--- src/hdl/ao_periph_pkg.sv ---
// Always-on peripheral subsystem package
// Bus structs, address map, register offsets and boot ROM image

package ao_periph_pkg;

  typedef struct packed {
    logic        req;
    logic        we;
    logic [3:0]  be;
    logic [31:0] addr;
    logic [31:0] wdata;
  } obi_req_t;

  typedef struct packed {
    logic        gnt;
    logic        rvalid;
    logic        err;
    logic [31:0] rdata;
  } obi_resp_t;

  typedef struct packed {
    logic        valid;
    logic        write;
    logic [31:0] addr;
    logic [31:0] wdata;
    logic [3:0]  wstrb;
  } reg_req_t;

  typedef struct packed {
    logic [31:0] rdata;
    logic        error;
    logic        ready;
  } reg_rsp_t;

  // Address map, one 4 KiB window per peer
  localparam int unsigned AO_PERIPHERALS    = 4;
  localparam int unsigned PORT_SEL_WIDTH    = 2;
  localparam int unsigned SOC_CTRL_IDX      = 0;
  localparam int unsigned BOOTROM_IDX       = 1;
  localparam int unsigned RV_TIMER_IDX      = 2;
  localparam int unsigned POWER_MANAGER_IDX = 3;
  localparam logic [31:0] AO_BASE_ADDR      = 32'h2000_0000;

  localparam logic [11:0] SOC_CTRL_EXIT_VALID  = 12'h000;
  localparam logic [11:0] SOC_CTRL_EXIT_VALUE  = 12'h004;
  localparam logic [11:0] SOC_CTRL_BOOT_SELECT = 12'h008;
  localparam logic [11:0] SOC_CTRL_EXEC_FLASH  = 12'h00C;

  localparam logic [11:0] TIMER_CTRL     = 12'h000;
  localparam logic [11:0] TIMER_MTIME    = 12'h004;
  localparam logic [11:0] TIMER_MTIMECMP = 12'h008;

  localparam logic [11:0] PM_CTRL    = 12'h000;
  localparam logic [11:0] PM_WAKE_EN = 12'h004;
  localparam logic [11:0] PM_STATUS  = 12'h008;

  localparam int unsigned BOOT_ROM_WORDS = 16;
  localparam logic [31:0] BOOT_ROM_DATA [BOOT_ROM_WORDS] = '{
    32'h0000_0297, 32'h0402_8293, 32'h3052_9073, 32'h2000_0337,
    32'h0083_2383, 32'h0003_8663, 32'h1000_0437, 32'h0004_0067,
    32'h0000_0417, 32'h0004_2483, 32'h0004_8067, 32'h1050_0073,
    32'hffdf_f06f, 32'h0000_0013, 32'h0000_0013, 32'h0000_0013
  };

  // Byte-lane merge for strobed register writes
  function automatic logic [31:0] apply_wstrb(logic [31:0] old_q, logic [31:0] wdata,
                                              logic [3:0] wstrb);
    logic [31:0] merged;
    merged = old_q;
    for (int b = 0; b < 4; b++) begin
      if (wstrb[b]) begin
        merged[8*b +: 8] = wdata[8*b +: 8];
      end
    end
    return merged;
  endfunction

endpackage : ao_periph_pkg

--- src/hdl/obi_reg_bridge.sv ---
// OBI slave to register bus bridge
// Decodes the peer window and returns a one-cycle pipelined response

module obi_reg_bridge (
  input  logic                                                     clk_i,
  input  logic                                                     rst_n_i,
  input  ao_periph_pkg::obi_req_t                                  obi_req_i,
  output ao_periph_pkg::obi_resp_t                                 obi_resp_o,
  output ao_periph_pkg::reg_req_t [ao_periph_pkg::AO_PERIPHERALS-1:0] reg_req_o,
  input  ao_periph_pkg::reg_rsp_t [ao_periph_pkg::AO_PERIPHERALS-1:0] reg_rsp_i
);

  logic                                     mapped;
  logic [ao_periph_pkg::PORT_SEL_WIDTH-1:0] sel;
  ao_periph_pkg::reg_rsp_t                  sel_rsp;
  logic                                     err_d;
  logic [31:0]                              rdata_d;

  logic        rvalid_q;
  logic        err_q;
  logic [31:0] rdata_q;

  // Upper address bits must hit the always-on base
  assign mapped  = obi_req_i.addr[31:14] == ao_periph_pkg::AO_BASE_ADDR[31:14];
  assign sel     = obi_req_i.addr[12 +: ao_periph_pkg::PORT_SEL_WIDTH];
  assign sel_rsp = reg_rsp_i[sel];

  always_comb begin
    for (int i = 0; i < ao_periph_pkg::AO_PERIPHERALS; i++) begin
      reg_req_o[i].valid = obi_req_i.req && mapped &&
                           (sel == ao_periph_pkg::PORT_SEL_WIDTH'(i));
      reg_req_o[i].write = obi_req_i.we;
      reg_req_o[i].addr  = obi_req_i.addr;
      reg_req_o[i].wdata = obi_req_i.wdata;
      reg_req_o[i].wstrb = obi_req_i.be;
    end
  end

  // A peer that is not ready is treated as a failed access
  assign err_d   = !mapped || sel_rsp.error || !sel_rsp.ready;
  assign rdata_d = (obi_req_i.we || err_d) ? 32'h0 : sel_rsp.rdata;

  always_ff @(posedge clk_i or negedge rst_n_i) begin
    if (!rst_n_i) begin
      rvalid_q <= 1'b0;
      err_q    <= 1'b0;
    end else begin
      rvalid_q <= obi_req_i.req;
      if (obi_req_i.req) begin
        err_q <= err_d;
      end
    end
  end

  always_ff @(posedge clk_i) begin
    if (obi_req_i.req) begin
      rdata_q <= rdata_d;
    end
  end

  always_comb begin
    obi_resp_o.gnt    = obi_req_i.req;
    obi_resp_o.rvalid = rvalid_q;
    obi_resp_o.err    = err_q;
    obi_resp_o.rdata  = rdata_q;
  end

endmodule : obi_reg_bridge

--- src/hdl/soc_ctrl.sv ---
// SoC control registers
// Exit flag and value for the host, boot strap readback

module soc_ctrl (
  input  logic                    clk_i,
  input  logic                    rst_n_i,
  input  ao_periph_pkg::reg_req_t reg_req_i,
  output ao_periph_pkg::reg_rsp_t reg_rsp_o,
  input  logic                    boot_select_i,
  input  logic                    execute_from_flash_i,
  output logic                    exit_valid_o,
  output logic [31:0]             exit_value_o
);

  logic [11:0] offset;
  logic        wr_en;
  logic        exit_valid_q;
  logic [31:0] exit_value_q;
  logic        boot_select_q;
  logic        exec_flash_q;

  assign offset = reg_req_i.addr[11:0];
  assign wr_en  = reg_req_i.valid && reg_req_i.write;

  always_ff @(posedge clk_i or negedge rst_n_i) begin
    if (!rst_n_i) begin
      exit_valid_q  <= 1'b0;
      exit_value_q  <= 32'h0;
      boot_select_q <= 1'b0;
      exec_flash_q  <= 1'b0;
    end else begin
      // Strap pins are sampled every cycle
      boot_select_q <= boot_select_i;
      exec_flash_q  <= execute_from_flash_i;
      if (wr_en && offset == ao_periph_pkg::SOC_CTRL_EXIT_VALID && reg_req_i.wstrb[0]) begin
        exit_valid_q <= reg_req_i.wdata[0];
      end
      if (wr_en && offset == ao_periph_pkg::SOC_CTRL_EXIT_VALUE) begin
        exit_value_q <= ao_periph_pkg::apply_wstrb(exit_value_q, reg_req_i.wdata,
                                                   reg_req_i.wstrb);
      end
    end
  end

  always_comb begin
    reg_rsp_o.rdata = 32'h0;
    reg_rsp_o.error = 1'b0;
    reg_rsp_o.ready = 1'b1;
    if (reg_req_i.valid) begin
      case (offset)
        ao_periph_pkg::SOC_CTRL_EXIT_VALID:  reg_rsp_o.rdata = {31'h0, exit_valid_q};
        ao_periph_pkg::SOC_CTRL_EXIT_VALUE:  reg_rsp_o.rdata = exit_value_q;
        ao_periph_pkg::SOC_CTRL_BOOT_SELECT: reg_rsp_o.rdata = {31'h0, boot_select_q};
        ao_periph_pkg::SOC_CTRL_EXEC_FLASH:  reg_rsp_o.rdata = {31'h0, exec_flash_q};
        default:                             reg_rsp_o.error = 1'b1;
      endcase
      // Strap registers are read only
      if (reg_req_i.write && (offset == ao_periph_pkg::SOC_CTRL_BOOT_SELECT ||
                              offset == ao_periph_pkg::SOC_CTRL_EXEC_FLASH)) begin
        reg_rsp_o.error = 1'b1;
      end
      if (reg_rsp_o.error) begin
        reg_rsp_o.rdata = 32'h0;
      end
    end
  end

  assign exit_valid_o = exit_valid_q;
  assign exit_value_o = exit_value_q;

endmodule : soc_ctrl

--- src/hdl/boot_rom.sv ---
// Boot ROM
// Combinational word lookup in the first 64 bytes of the window

module boot_rom (
  input  ao_periph_pkg::reg_req_t reg_req_i,
  output ao_periph_pkg::reg_rsp_t reg_rsp_o
);

  logic       in_range;
  logic [3:0] word_idx;
  logic       bad_access;

  // 16 words cover offsets 0x00 to 0x3C
  assign in_range   = reg_req_i.addr[11:6] == 6'h0;
  assign word_idx   = reg_req_i.addr[5:2];
  assign bad_access = reg_req_i.write || !in_range;

  always_comb begin
    reg_rsp_o.ready = 1'b1;
    reg_rsp_o.error = 1'b0;
    reg_rsp_o.rdata = 32'h0;
    if (reg_req_i.valid) begin
      if (bad_access) begin
        reg_rsp_o.error = 1'b1;
      end else begin
        reg_rsp_o.rdata = ao_periph_pkg::BOOT_ROM_DATA[word_idx];
      end
    end
  end

endmodule : boot_rom

--- src/hdl/rv_timer.sv ---
// Machine timer
// Free-running mtime with compare and a registered level interrupt

module rv_timer (
  input  logic                    clk_i,
  input  logic                    rst_n_i,
  input  ao_periph_pkg::reg_req_t reg_req_i,
  output ao_periph_pkg::reg_rsp_t reg_rsp_o,
  output logic                    timer_irq_o
);

  logic [11:0] offset;
  logic        wr_en;
  logic        enable_q;
  logic [31:0] mtime_q;
  logic [31:0] mtimecmp_q;
  logic        irq_q;

  assign offset = reg_req_i.addr[11:0];
  assign wr_en  = reg_req_i.valid && reg_req_i.write;

  always_ff @(posedge clk_i or negedge rst_n_i) begin
    if (!rst_n_i) begin
      enable_q   <= 1'b0;
      mtime_q    <= 32'h0;
      mtimecmp_q <= 32'h0;
      irq_q      <= 1'b0;
    end else begin
      if (wr_en && offset == ao_periph_pkg::TIMER_CTRL && reg_req_i.wstrb[0]) begin
        enable_q <= reg_req_i.wdata[0];
      end
      // Software write wins over the count
      if (wr_en && offset == ao_periph_pkg::TIMER_MTIME) begin
        mtime_q <= ao_periph_pkg::apply_wstrb(mtime_q, reg_req_i.wdata, reg_req_i.wstrb);
      end else if (enable_q) begin
        mtime_q <= mtime_q + 32'h1;
      end
      if (wr_en && offset == ao_periph_pkg::TIMER_MTIMECMP) begin
        mtimecmp_q <= ao_periph_pkg::apply_wstrb(mtimecmp_q, reg_req_i.wdata,
                                                 reg_req_i.wstrb);
      end
      irq_q <= enable_q && (mtime_q >= mtimecmp_q);
    end
  end

  always_comb begin
    reg_rsp_o.rdata = 32'h0;
    reg_rsp_o.error = 1'b0;
    reg_rsp_o.ready = 1'b1;
    if (reg_req_i.valid) begin
      case (offset)
        ao_periph_pkg::TIMER_CTRL:     reg_rsp_o.rdata = {31'h0, enable_q};
        ao_periph_pkg::TIMER_MTIME:    reg_rsp_o.rdata = mtime_q;
        ao_periph_pkg::TIMER_MTIMECMP: reg_rsp_o.rdata = mtimecmp_q;
        default:                       reg_rsp_o.error = 1'b1;
      endcase
    end
  end

  assign timer_irq_o = irq_q;

endmodule : rv_timer

--- src/hdl/power_manager.sv ---
// CPU subsystem power manager
// Gates power and holds reset while the core sleeps, wakes on timer

module power_manager (
  input  logic                    clk_i,
  input  logic                    rst_n_i,
  input  ao_periph_pkg::reg_req_t reg_req_i,
  output ao_periph_pkg::reg_rsp_t reg_rsp_o,
  input  logic                    timer_irq_i,
  input  logic                    core_sleep_i,
  output logic                    cpu_subsystem_powergate_switch_o,
  output logic                    cpu_subsystem_rst_no
);

  typedef enum logic [2:0] {
    PM_ACTIVE      = 3'd0,
    PM_RST_ASSERT  = 3'd1,
    PM_GATED       = 3'd2,
    PM_UNGATE      = 3'd3,
    PM_RST_RELEASE = 3'd4
  } pm_state_e;

  pm_state_e   state_q;
  pm_state_e   state_d;
  logic [11:0] offset;
  logic        wr_en;
  logic        arm_q;
  logic        wake_en_q;

  assign offset = reg_req_i.addr[11:0];
  assign wr_en  = reg_req_i.valid && reg_req_i.write;

  always_comb begin
    state_d = state_q;
    case (state_q)
      PM_ACTIVE:      if (arm_q && core_sleep_i) state_d = PM_RST_ASSERT;
      PM_RST_ASSERT:  state_d = PM_GATED;
      PM_GATED:       if (wake_en_q && timer_irq_i) state_d = PM_UNGATE;
      PM_UNGATE:      state_d = PM_RST_RELEASE;
      PM_RST_RELEASE: state_d = PM_ACTIVE;
      default:        state_d = PM_ACTIVE;
    endcase
  end

  always_ff @(posedge clk_i or negedge rst_n_i) begin
    if (!rst_n_i) begin
      state_q   <= PM_ACTIVE;
      arm_q     <= 1'b0;
      wake_en_q <= 1'b0;
    end else begin
      state_q <= state_d;
      // Arm is one-shot, dropped on the way back to active
      if (state_q == PM_RST_RELEASE) begin
        arm_q <= 1'b0;
      end else if (wr_en && offset == ao_periph_pkg::PM_CTRL && reg_req_i.wstrb[0]) begin
        arm_q <= reg_req_i.wdata[0];
      end
      if (wr_en && offset == ao_periph_pkg::PM_WAKE_EN && reg_req_i.wstrb[0]) begin
        wake_en_q <= reg_req_i.wdata[0];
      end
    end
  end

  always_comb begin
    reg_rsp_o.rdata = 32'h0;
    reg_rsp_o.error = 1'b0;
    reg_rsp_o.ready = 1'b1;
    if (reg_req_i.valid) begin
      case (offset)
        ao_periph_pkg::PM_CTRL:    reg_rsp_o.rdata = {31'h0, arm_q};
        ao_periph_pkg::PM_WAKE_EN: reg_rsp_o.rdata = {31'h0, wake_en_q};
        ao_periph_pkg::PM_STATUS:  begin
          if (reg_req_i.write) begin
            reg_rsp_o.error = 1'b1;
          end else begin
            reg_rsp_o.rdata = {29'h0, state_q};
          end
        end
        default:                   reg_rsp_o.error = 1'b1;
      endcase
    end
  end

  assign cpu_subsystem_powergate_switch_o = (state_q == PM_GATED) || (state_q == PM_UNGATE);
  assign cpu_subsystem_rst_no = !((state_q == PM_RST_ASSERT) || (state_q == PM_GATED) ||
                                  (state_q == PM_UNGATE));

endmodule : power_manager

--- src/hdl/ao_peripheral_subsystem.sv ---
// Always-on peripheral subsystem top level
// OBI bridge feeding SoC control, boot ROM, timer and power manager

module ao_peripheral_subsystem (
  input  logic                     clk_i,
  input  logic                     rst_n_i,
  input  ao_periph_pkg::obi_req_t  slave_req_i,
  output ao_periph_pkg::obi_resp_t slave_resp_o,
  input  logic                     boot_select_i,
  input  logic                     execute_from_flash_i,
  output logic                     exit_valid_o,
  output logic [31:0]              exit_value_o,
  input  logic                     core_sleep_i,
  output logic                     cpu_subsystem_powergate_switch_o,
  output logic                     cpu_subsystem_rst_no,
  output logic                     rv_timer_irq_timer_o
);

  ao_periph_pkg::reg_req_t [ao_periph_pkg::AO_PERIPHERALS-1:0] periph_req;
  ao_periph_pkg::reg_rsp_t [ao_periph_pkg::AO_PERIPHERALS-1:0] periph_rsp;

  logic timer_irq;

  obi_reg_bridge obi_reg_bridge_i (
    .clk_i,
    .rst_n_i,
    .obi_req_i (slave_req_i),
    .obi_resp_o(slave_resp_o),
    .reg_req_o (periph_req),
    .reg_rsp_i (periph_rsp)
  );

  soc_ctrl soc_ctrl_i (
    .clk_i,
    .rst_n_i,
    .reg_req_i(periph_req[ao_periph_pkg::SOC_CTRL_IDX]),
    .reg_rsp_o(periph_rsp[ao_periph_pkg::SOC_CTRL_IDX]),
    .boot_select_i,
    .execute_from_flash_i,
    .exit_valid_o,
    .exit_value_o
  );

  boot_rom boot_rom_i (
    .reg_req_i(periph_req[ao_periph_pkg::BOOTROM_IDX]),
    .reg_rsp_o(periph_rsp[ao_periph_pkg::BOOTROM_IDX])
  );

  rv_timer rv_timer_i (
    .clk_i,
    .rst_n_i,
    .reg_req_i  (periph_req[ao_periph_pkg::RV_TIMER_IDX]),
    .reg_rsp_o  (periph_rsp[ao_periph_pkg::RV_TIMER_IDX]),
    .timer_irq_o(timer_irq)
  );

  // Timer interrupt also wakes the gated CPU subsystem
  power_manager power_manager_i (
    .clk_i,
    .rst_n_i,
    .reg_req_i  (periph_req[ao_periph_pkg::POWER_MANAGER_IDX]),
    .reg_rsp_o  (periph_rsp[ao_periph_pkg::POWER_MANAGER_IDX]),
    .timer_irq_i(timer_irq),
    .core_sleep_i,
    .cpu_subsystem_powergate_switch_o,
    .cpu_subsystem_rst_no
  );

  assign rv_timer_irq_timer_o = timer_irq;

endmodule : ao_peripheral_subsystem

--- config.mk ---
export PLATFORM = sky130hd
export DESIGN_NAME = ao_peripheral_subsystem
export DESIGN_NICKNAME = d
export VERILOG_FILES = /design/src/hdl/ao_periph_pkg.sv /design/src/hdl/obi_reg_bridge.sv /design/src/hdl/soc_ctrl.sv /design/src/hdl/boot_rom.sv /design/src/hdl/rv_timer.sv /design/src/hdl/power_manager.sv /design/src/hdl/ao_peripheral_subsystem.sv
export SDC_FILE = /design/constraint.sdc
export NUM_CORES = 1
export LEC_CHECK = 0
export BUFFER_PORTS_ARGS = -buffer_cell sky130_fd_sc_hd__buf_2
export CAP_MARGIN = 20
export CORE_MARGIN = 2
export CORE_UTILIZATION = 55
export CTS_BUF_LIST = sky130_fd_sc_hd__clkbuf_2 sky130_fd_sc_hd__clkbuf_4 sky130_fd_sc_hd__clkbuf_8
export DETAILED_ROUTE_END_ITERATION = 7
export HOLD_SLACK_MARGIN = 0.1
export MAX_ROUTING_LAYER = met4
export PLACE_DENSITY_LB_ADDON = 0.1
export SYNTH_ARGS = -nofsm -noshare
export SYNTH_HDL_FRONTEND = slang
export SYNTH_HIERARCHICAL = 1
export SYNTH_SLANG_ARGS = --single-unit
--- constraint.sdc ---
create_clock -name clk_i -period 3.9 [get_ports clk_i]
set_input_delay 0.585 -clock clk_i [delete_from_list [all_inputs] [get_ports clk_i]]
set_output_delay 0.585 -clock clk_i [all_outputs]
set_load 0.02 [all_outputs]
==> key figures, run 1 <==
Timing
  • Worst slew margin: 47.64%
  • Sum Neg Setup Slack: 0 ps
  • Clock Skew: 13.96 ps
  • Final hold viol count: 0
  • Minimum clock period: 2988 ps
  • Fin crit share: 76.61%
  • Pin slew with the least headroom to its limit: 785.4 ps
  • RSZ-0062 raised after global routing: false
  • Final setup viols: 0
  • Achievable clock frequency: 334.7 MHz
  • Fin. max-slew vios: 0

Drt
  • Initial DRT Pass Iterations: 5
  • WL final: 27110 µm
  • Antenna Nets Post-Route: 0
  • Routed WL per cell: 20.26 µm
  • Drt drc: 0
  • Initial drt markers: 684
  • Routed vias: 7864
  • Via density: 5.877

Global route
  • Largest net degree at the start of global routing: 58
  • Most used routing layer: met1
  • GRT Util Overall: 27.64%
  • Met2 Usage GRT: 39.40%
  • First-pass GRT wire length: 41480 µm
  • Initial antenna violation count: 0
  • Met3 usage: 3.865%
  • GRT Residual Overflow: 0
  • Met1 usage: 41.16%
  • Vias in the first global route: 7151

CTS
  • Clock Path Buffers: 2
  • Worst-path clk slew: 80 ps
  • Total CTS buffers: 17
  • H-tree Lvls: 4
  • Resize count post-CTS: 0
  • CTS root buf: clkbuf_8
  • Later-pin clock latency in the skew report: 460 ps
  • Hold-fix buffers, CTS: 0
  • Post-CTS Setup Inserts: 0
  • Clock sinks: 140
  • CTS tree: done

Floorplan
  • Die area: 0.02065 mm²
  • Initial Util: 55.51%
  • Site Rows: 51
  • Die Wd: 143.7 µm
  • I/O Pins: 146
  • Die height: 143.7 µm
  • Core area: 0.01933 mm²

Power
  • Clk pwr share: 41.7%
  • Logic pwr share: 8.9%
  • PwrDens: 279.2 mW/mm²
  • P_int: 2.266 mW
  • NetSw: 0.8099 mW
  • P_leak: 4.735 nW
  • Switching share of power: 26.33%
  • Sequential share of power: 49.3%
  • Peak supply drop: 0.2137 mV
  • Total Power: 3.076 mW

Worst setup path
  • Capturing element type of the critical path: register
  • Worst r2r path cells: 7
  • Crit path to: obi_reg_bridge_i/rdata_q[31]
  • Req. time, crit path: 4100 ps
  • R2R Setup Slk: 1220 ps
  • Startpoint Class: input port
  • R2R Path End: rv_timer_i/timer_irq_o
  • Arr. time, crit path: 3190 ps
  • Reg2reg start: rv_timer_i/mtime_q[0]
  • Crit Path Class: input port to register
  • Crit path from: slave_req_i[58]
  • Max FO, Critical Path: 32

Hold path
  • HP Class: input port to asynchronous set/reset pin

Yosys
  • Gate Count Post-Synth: 1059
  • Total number of yosys warnings: 6
  • Mean Syn Cell Area: 10.13 µm²
  • Netlist Area Pre-Place: 0.01073 mm²

Finish
  • Non-Filler Instances: 1338
  • Area Growth Syn to Fin: 2.646%
  • Ant diodes: 0
  • Fillcell total: 1754
  • FF/Latch Area: 0.003664 mm²
  • Core Util, Final: 56.98%
  • Nets: 1174
  • Multi-input gate area: 0.005528 mm²
  • Fraction of layout cells with a size suffix above 1: 30.75%

Outcome
  • Status: finished clean

Flow run
  • Max-cap violation count: 0

Placement
  • Hpwl dp: 20790 µm
  • Input/output buffers: 145
  • Placed Cells incl. Taps: 1306
  • Placer congestion estimate: 0.8845
[metrics by stage]
step | setup slack [ps] | hold slack, ps | area (µm²)
floorplan | 752.2 | 289.4 | 10840
global placement | 470.3 | 491.1 | 10590
detailed placement | 432.7 | 498.3 | 10590
CTS | 929.2 | 206.2 | 11020
global route | 727.0 | 217.7 | 11020
finish | 912.0 | 184.0 | 11020
[sequential cells by signal, summed over array words and instances (netlist names)]
signal and count:
obi_reg_bridge_i/rdata_q 32, rv_timer_i/mtime_q 32, rv_timer_i/mtimecmp_q 32, soc_ctrl_i/exit_value_o 32, power_manager_i/state_q 3, obi_reg_bridge_i/err_q 1
obi_reg_bridge_i/rvalid_q 1, power_manager_i/arm_q 1, power_manager_i/wake_en_q 1, rv_timer_i/enable_q 1, rv_timer_i/timer_irq_o 1, soc_ctrl_i/boot_select_q 1
soc_ctrl_i/exec_flash_q 1, soc_ctrl_i/exit_valid_o 1
[power by group through the flow]
stage               clock network, mW  logic [mW]  registers (mW)
finish                           1.28       0.275            1.52
global route                     1.37       0.298            1.52
CTS                              1.31       0.275            1.52
detailed placement                  0       0.273            1.55
global placement                    0       0.274            1.55
floorplan                           0       0.228            1.57
[worst max-delay path, cell delays in order]
cell and delay (ps):
buf_2 90, or4b_1 580, nor2_1 230, and4_1 290, inv_1 50, a41oi_1 160, nor2b_1 70, mux4_2 470
or4b_4 550, nor2b_1 100
[layer usage]
layer,part of all wire (%),vias to the layer above,wire length (µm)
met4,1.9,0,514
li1,-,3649,-
met3,6.7,30,1825
met1,48,3858,12970
met2,44,327,11800
met5,0,-,0
[layout make-up]
type                            instances  area share [%]
Inverter                               41           1.397
Clock buffer                           18           2.192
Sequential cell                       140           33.25
Clock inverter                         14           1.681
Timing Repair Buffer                  168           8.291
Multi-Input combinational cell        692           50.18
Tap cell                              265           3.010
[worst min-delay path by stage]
stage                     slack [ps]  depth (start not counted)                  startpoint                          to
after floorplan                  290                          0                     rst_n_i      obi_reg_bridge_i/err_q
after global placement           490                          1  power_manager_i/state_q[2]  power_manager_i/state_q[1]
after detailed placement         500                          1  power_manager_i/state_q[2]  power_manager_i/state_q[0]
after CTS                        210                          1                     rst_n_i       rv_timer_i/mtime_q[6]
after global routing             220                          1                     rst_n_i       rv_timer_i/mtime_q[6]
final                            180                          1                     rst_n_i       rv_timer_i/mtime_q[6]
[cells in the final DEF, fill, tap and decap left out, drive strengths merged, types with 31 or more instances in the layout]
cell,instances
buf,168
nand2,40
mux4,34
dfrtp,108
and2,40
a22oi,31
a21oi,36
mux2,68
nor2b,41
nor2,89
ha,39
inv,46
conb,35
edfxtp,32
Note: power is estimated with default switching activity, not from simulation.
==> run 2: changes to the inputs <==
- clock period: 3.9 -> 2.49 ns (I/O delays scaled with it)
==> run 2 against run 1 <==
  * Final cell count grew 6.3%
  * Largest power group unchanged
  * Worst hold slack worse by 27 ps
  * First-iteration DRC count is 17% higher
  * Clock power up 53%
  * Register-to-register slack got worse by 1100 ps
  * Highest routed layer unchanged
  * Global-route usage rose by 1.3 points
  * Final area rose by 7.4%
  * Flip-flop and latch count stayed put
  * Die area unchanged
  * Combinational power is 75% higher
  * Largest cell class unchanged
  * Count of clock-buffer cells in the layout fell by 1
==> key figures, run 2 (same netlist as run 1, synthesis figures left out) <==
Timing
  • Fin. max-slew vios: 0
  • Minimum clock period: 2439 ps
  • Final setup viols: 0
  • Final hold viol count: 0
  • RSZ-0062 raised after global routing: false
  • Pin slew with the least headroom to its limit: 715.3 ps
  • Worst slew margin: 52.32%
  • Fin crit share: 97.94%
  • Achievable clock frequency: 410.0 MHz
  • Clock Skew: 8.864 ps

Global route
  • GRT Util Overall: 28.99%
  • Vias in the first global route: 7725
  • First-pass GRT wire length: 43750 µm
  • Initial antenna violation count: 0
  • Largest net degree at the start of global routing: 109
  • GRT Residual Overflow: 0

Placement
  • Hpwl dp: 21500 µm
  • Dpl cell area: 0.01130 mm²
  • Placer congestion estimate: 0.9037
  • Input/output buffers: 145

Worst setup path
  • Reg2reg start: rv_timer_i/mtime_q[0]
  • Arr. time, crit path: 2660 ps
  • Startpoint Class: input port
  • Req. time, crit path: 2710 ps
  • Crit path from: slave_req_i[63]
  • Max FO, Critical Path: 6
  • Crit Path Class: input port to register
  • Capturing element type of the critical path: register

Drt
  • Via density: 5.756
  • Routed WL per cell: 19.70 µm
  • Routed vias: 8185
  • Drt drc: 0
  • Initial DRT Pass Iterations: 5
  • Initial drt markers: 802
  • WL final: 28010 µm
  • Antenna Nets Post-Route: 0

Hold path
  • HP Class: input port to register
  • Worst Hold Launch: slave_req_i[12]

Outcome
  • Status: finished clean

CTS
  • Clock sinks: 140
  • Later-pin clock latency in the skew report: 460 ps
  • Total CTS buffers: 17
  • CTS root buf: clkbuf_8
  • CTS tree: done
  • Clock Path Buffers: 2
  • Worst-path clk slew: 90 ps
  • H-tree Lvls: 4

Power
  • Total Power: 4.814 mW
  • P_leak: 5.187 nW
  • Peak supply drop: 0.3387 mV
  • P_int: 3.483 mW
  • PwrDens: 406.7 mW/mm²
  • Switching share of power: 27.65%
  • NetSw: 1.331 mW
  • Clk pwr share: 40.6%
  • Logic pwr share: 10.0%
  • Sequential share of power: 49.4%

Finish
  • Most frequent cells in the layout: buf_2, dfrtp_1, buf_4
  • Fraction of layout cells with a size suffix above 1: 36.39%
  • Area Growth Syn to Fin: 10.28%
  • Commonest non-fill, non-tap cell in the layout: buf_2
  • Nets: 1258
  • Ant diodes: 0
  • Final Cell Area: 0.01184 mm²

Floorplan
  • Die area: 0.02065 mm²
  • Core area: 0.01933 mm²
  • Die height: 143.7 µm
  • Die Wd: 143.7 µm
  • Initial Util: 55.51%
  • Site Rows: 51
  • I/O Pins: 146

Flow run
  • Max-cap violation count: 0
-- run 2: cell types whose count changed in the layout (fill, tap and decap cells not counted), sizes merged --
cell,before,now
dlygate4sd3,0,3
clkinvlp,2,4
bufinv,3,2
inv,46,49
buf,168,248
clkinv,4,1
-- run 2: final timing paths --
kind / slack (ps) / end / cells past startpoint
max: 50 / obi_reg_bridge_i/rdata_q[27] / 11
min reg2reg: 510 / power_manager_i/state_q[1] / 1
min in group asynchronous: 450 / rv_timer_i/mtimecmp_q[3] / 3
max in group asynchronous: 1430 / power_manager_i/state_q[1] / 3
max reg2reg: 80 / rv_timer_i/timer_irq_o / 8
min: 160 / rv_timer_i/mtimecmp_q[12] / 2
-- run 2: critical path: stages --
cell	delay (ps)
buf_2	100
or4b_4	580
nor2_4	160
and4_4	230
inv_2	40
a41oi_2	140
nor2b_1	60
mux4_2	470
or4b_4	310
clkbuf_16	170
nor2b_2	40
-- run 2: area by class of cell --
class	instances	area, µm²
clock buffers	17	234.0
clock inverters	15	173.9
fillers	1705	7498
inverters	41	153.9
multi-input cells	692	5595
flip-flops and latches	140	3664
well taps	265	331.6
repair buffers	252	1684
-- run 2: repair_timing --
item / in CTS / in global routing
resized for setup: 0 / 12
endpoints found under the setup margin: 0 / 56
buffers inserted: 0 / 2
hold endpoints to repair: 110 / 0
hold buffers: 3 / 0
-- run 2: through the flow --
step           hold slack (ps)  TNS [ps]  util, %  setup slack, ps  instances
2_1_floorplan            77.91     -7687        -           -234.4       1088
3_3_place_gp             483.4    -26570    58.42           -405.8       1383
3_5_place_dp             482.8    -34150    58.42           -490.8       1383
4_1_cts                  134.3         0    60.69            21.80       1418
5_1_grt                  141.0         0    61.22            1.495       1422
6_report                 156.7         0    61.22            51.24       1422
-- run 2: power by group through the flow --
stage          logic [mW]  registers, mW  clock network [mW]
3_3_place_gp        0.468           2.42                   0
5_1_grt             0.523           2.38                2.08
3_5_place_dp        0.470           2.42                   0
4_1_cts             0.475           2.38                2.00
2_1_floorplan       0.360           2.46                   0
6_report            0.481           2.38                1.96
-- run 2: per-layer routing --
layer | routed length (µm) | share of wire, % | up-vias | track usage [%]
met2 | 12440 | 44 | 289 | 41.43
met4 | 518 | 1.8 | 0 | 7.895
li1 | - | - | 3816 | -
met1 | 13320 | 48 | 4043 | 42.93
met5 | 0 | 0 | - | -
met3 | 1733 | 6.2 | 37 | 4.565
==> run 3: changes to the inputs <==
- ABC_AREA: not set -> 1
- CTS_BUF_LIST: sky130_fd_sc_hd__clkbuf_2 sky130_fd_sc_hd__clkbuf_4 sky130_fd_sc_hd__clkbuf_8 -> not set
- PLACE_DENSITY: not set -> 0.79
- PLACE_DENSITY_LB_ADDON: 0.1 -> not set
==> run 3 against run 2 <==
  * Combinational power is 22% higher
  * Register-to-register slack improved by 480 ps
  * Count of clock-buffer cells in the layout unchanged
  * Clock skew fell by 0.80 ps
  * Global-route usage grew 0.13 points
  * Maximum frequency increased by 14%
  * First-iteration DRC count rose by 37%
  * Critical endpoint is now obi_reg_bridge_i/rdata_q[2]
  * Largest cell class unchanged
==> key figures, run 3 <==
Power
  • P_leak: 6.309 nW
  • Clk pwr share: 45.9%
  • Logic pwr share: 10.6%
  • P_int: 4.027 mW
  • Sequential share of power: 43.5%
  • Peak supply drop: 0.4814 mV
  • Switching share of power: 26.92%
  • NetSw: 1.483 mW
  • PwrDens: 436.1 mW/mm²

Yosys
  • Total number of yosys warnings: 6
  • Netlist Area Pre-Place: 0.01205 mm²
  • Gate Count Post-Synth: 1767
  • Mean Syn Cell Area: 6.818 µm²

Timing
  • Clock Skew: 8.067 ps
  • Final hold viol count: 0
  • Final setup viols: 0
  • Fin. max-slew vios: 0
  • RSZ-0062 raised after global routing: false
  • Fin crit share: 86.15%
  • Achievable clock frequency: 466.2 MHz
  • Minimum clock period: 2145 ps

Placement
  • Placer congestion estimate: 0.9953
  • Hpwl dp: 25130 µm
  • Dpl cell area: 0.01203 mm²
  • Input/output buffers: 145
  • Placed Cells incl. Taps: 2041

Drt
  • Drt drc: 0
  • Via density: 5.350
  • Routed WL per cell: 15.87 µm
  • Initial drt markers: 1101
  • WL final: 32960 µm
  • Initial DRT Pass Iterations: 8
  • Routed vias: 11110
  • Antenna Nets Post-Route: 0

Finish
  • Fraction of layout cells with a size suffix above 1: 19.93%
  • Non-Filler Instances: 2077
  • Commonest non-fill, non-tap cell in the layout: nand2_1
  • Most frequent cells in the layout: nand2_1, inv_1, nor2_1
  • Final Cell Area: 0.01263 mm²
  • Nets: 1897
  • Area Growth Syn to Fin: 4.861%

Worst setup path
  • Req. time, crit path: 2760 ps
  • Capturing element type of the critical path: register
  • Top delay family on crit path: simple AND/OR/NAND/NOR gates
  • Startpoint Class: input port
  • Arr. time, crit path: 2420 ps
  • Largest stage delay, worst path: 280 ps
  • CP Buf/Inv Count: 5
  • CP max-delay cell: or2_2
  • Critical path cell sequence: buf_2 > or2_2 > nor2_1 > nand4_1 > nor3_1 > buf_4 > inv_1 > a21oi_4 > buf_12 > nand2_1 > inv_1 > nand2_1 > a21oi_1 > nor2_1 > nor3_2
  • Max FO, Critical Path: 16
  • Crit Path Class: input port to register

CTS
  • Total CTS buffers: 17
  • CTS tree: done
  • Resize count post-CTS: 0
  • CTS root buf: clkbuf_16
  • Worst-path clk slew: 60 ps
  • Hold-fix buffers, CTS: 3
  • Later-pin clock latency in the skew report: 430 ps
  • H-tree Lvls: 4
  • Post-CTS Setup Inserts: 0
  • Clock sinks: 140
  • Clock Path Buffers: 2

Floorplan
  • Die area: 0.02311 mm²
  • Core area: 0.02169 mm²
  • Initial Util: 55.55%
  • I/O Pins: 146
  • Site Rows: 54
  • Die height: 152.0 µm
  • Die Wd: 152.0 µm

Global route
  • GRT Residual Overflow: 0
  • Initial antenna violation count: 1
  • GRT Util Overall: 29.12%
  • Vias in the first global route: 10140
  • First-pass GRT wire length: 53080 µm
  • Largest net degree at the start of global routing: 54

Flow run
  • Max-cap violation count: 0

Hold path
  • HP Class: input port to register

Outcome
  • Status: finished clean
[run 3: final timing paths]
kind | start | end | slack [ps] | depth (start not counted)
worst max register to register | rv_timer_i/mtime_q[1] | rv_timer_i/mtime_q[14] | 560 | 8
min in group asynchronous | rst_n_i | rv_timer_i/mtimecmp_q[2] | 430 | 2
worst max-delay path | slave_req_i[63] | obi_reg_bridge_i/rdata_q[2] | 340 | 15
worst min register to register | rv_timer_i/mtimecmp_q[23] | rv_timer_i/mtimecmp_q[23] | 480 | 2
worst min-delay path | slave_req_i[4] | rv_timer_i/mtimecmp_q[4] | 200 | 3
max in group asynchronous | rst_n_i | rv_timer_i/mtime_q[15] | 1350 | 3
[run 3: power groups by stage]
stage                     sequential (mW)  combinational, mW  clock (mW)
after floorplan                      2.47              0.477           0
after global placement               2.44              0.575           0
after detailed placement             2.44              0.579           0
after CTS                            2.39              0.586        2.55
after global routing                 2.40              0.651        2.65
final                                2.39              0.587        2.53
[run 3: tightest hold or removal path: stages]
cell     delay (ps)
buf_2           110
o21ai_1          70
inv_1            40
[run 3: through the flow]
stage               setup TNS, ps  utilization, %  setup slack (ps)  hold slack (ps)  power (mW)
global placement           -51.42           55.45            -51.42            343.7       3.012
detailed placement         -175.9           55.45            -53.84            345.4       3.017
CTS                             0           58.24             369.7            192.7       5.533
finish                          0           58.25             344.8            198.0       5.510
floorplan                       0               -             17.64            77.91       2.952
global route                    0           58.25             105.5            194.5       5.696
[run 3: area by class of cell]
type	count	area (µm²)
clock buffer	17	425.4
inverter	190	721.9
fill	2041	9055
multi-input combinational	1237	6118
antenna	1	2.502
tap	280	350.3
timing repair buffer	197	1201
clock inverter	15	150.1
sequential	140	3664
[run 3: metal layers]
| metal | share of wire, % | track usage (%) |
|---|---|---|
| met5 | 0 | - |
| met3 | 7.7 | 4.507 |
| met4 | 2.7 | 9.835 |
| met2 | 47 | 44.74 |
| met1 | 43 | 39.49 |
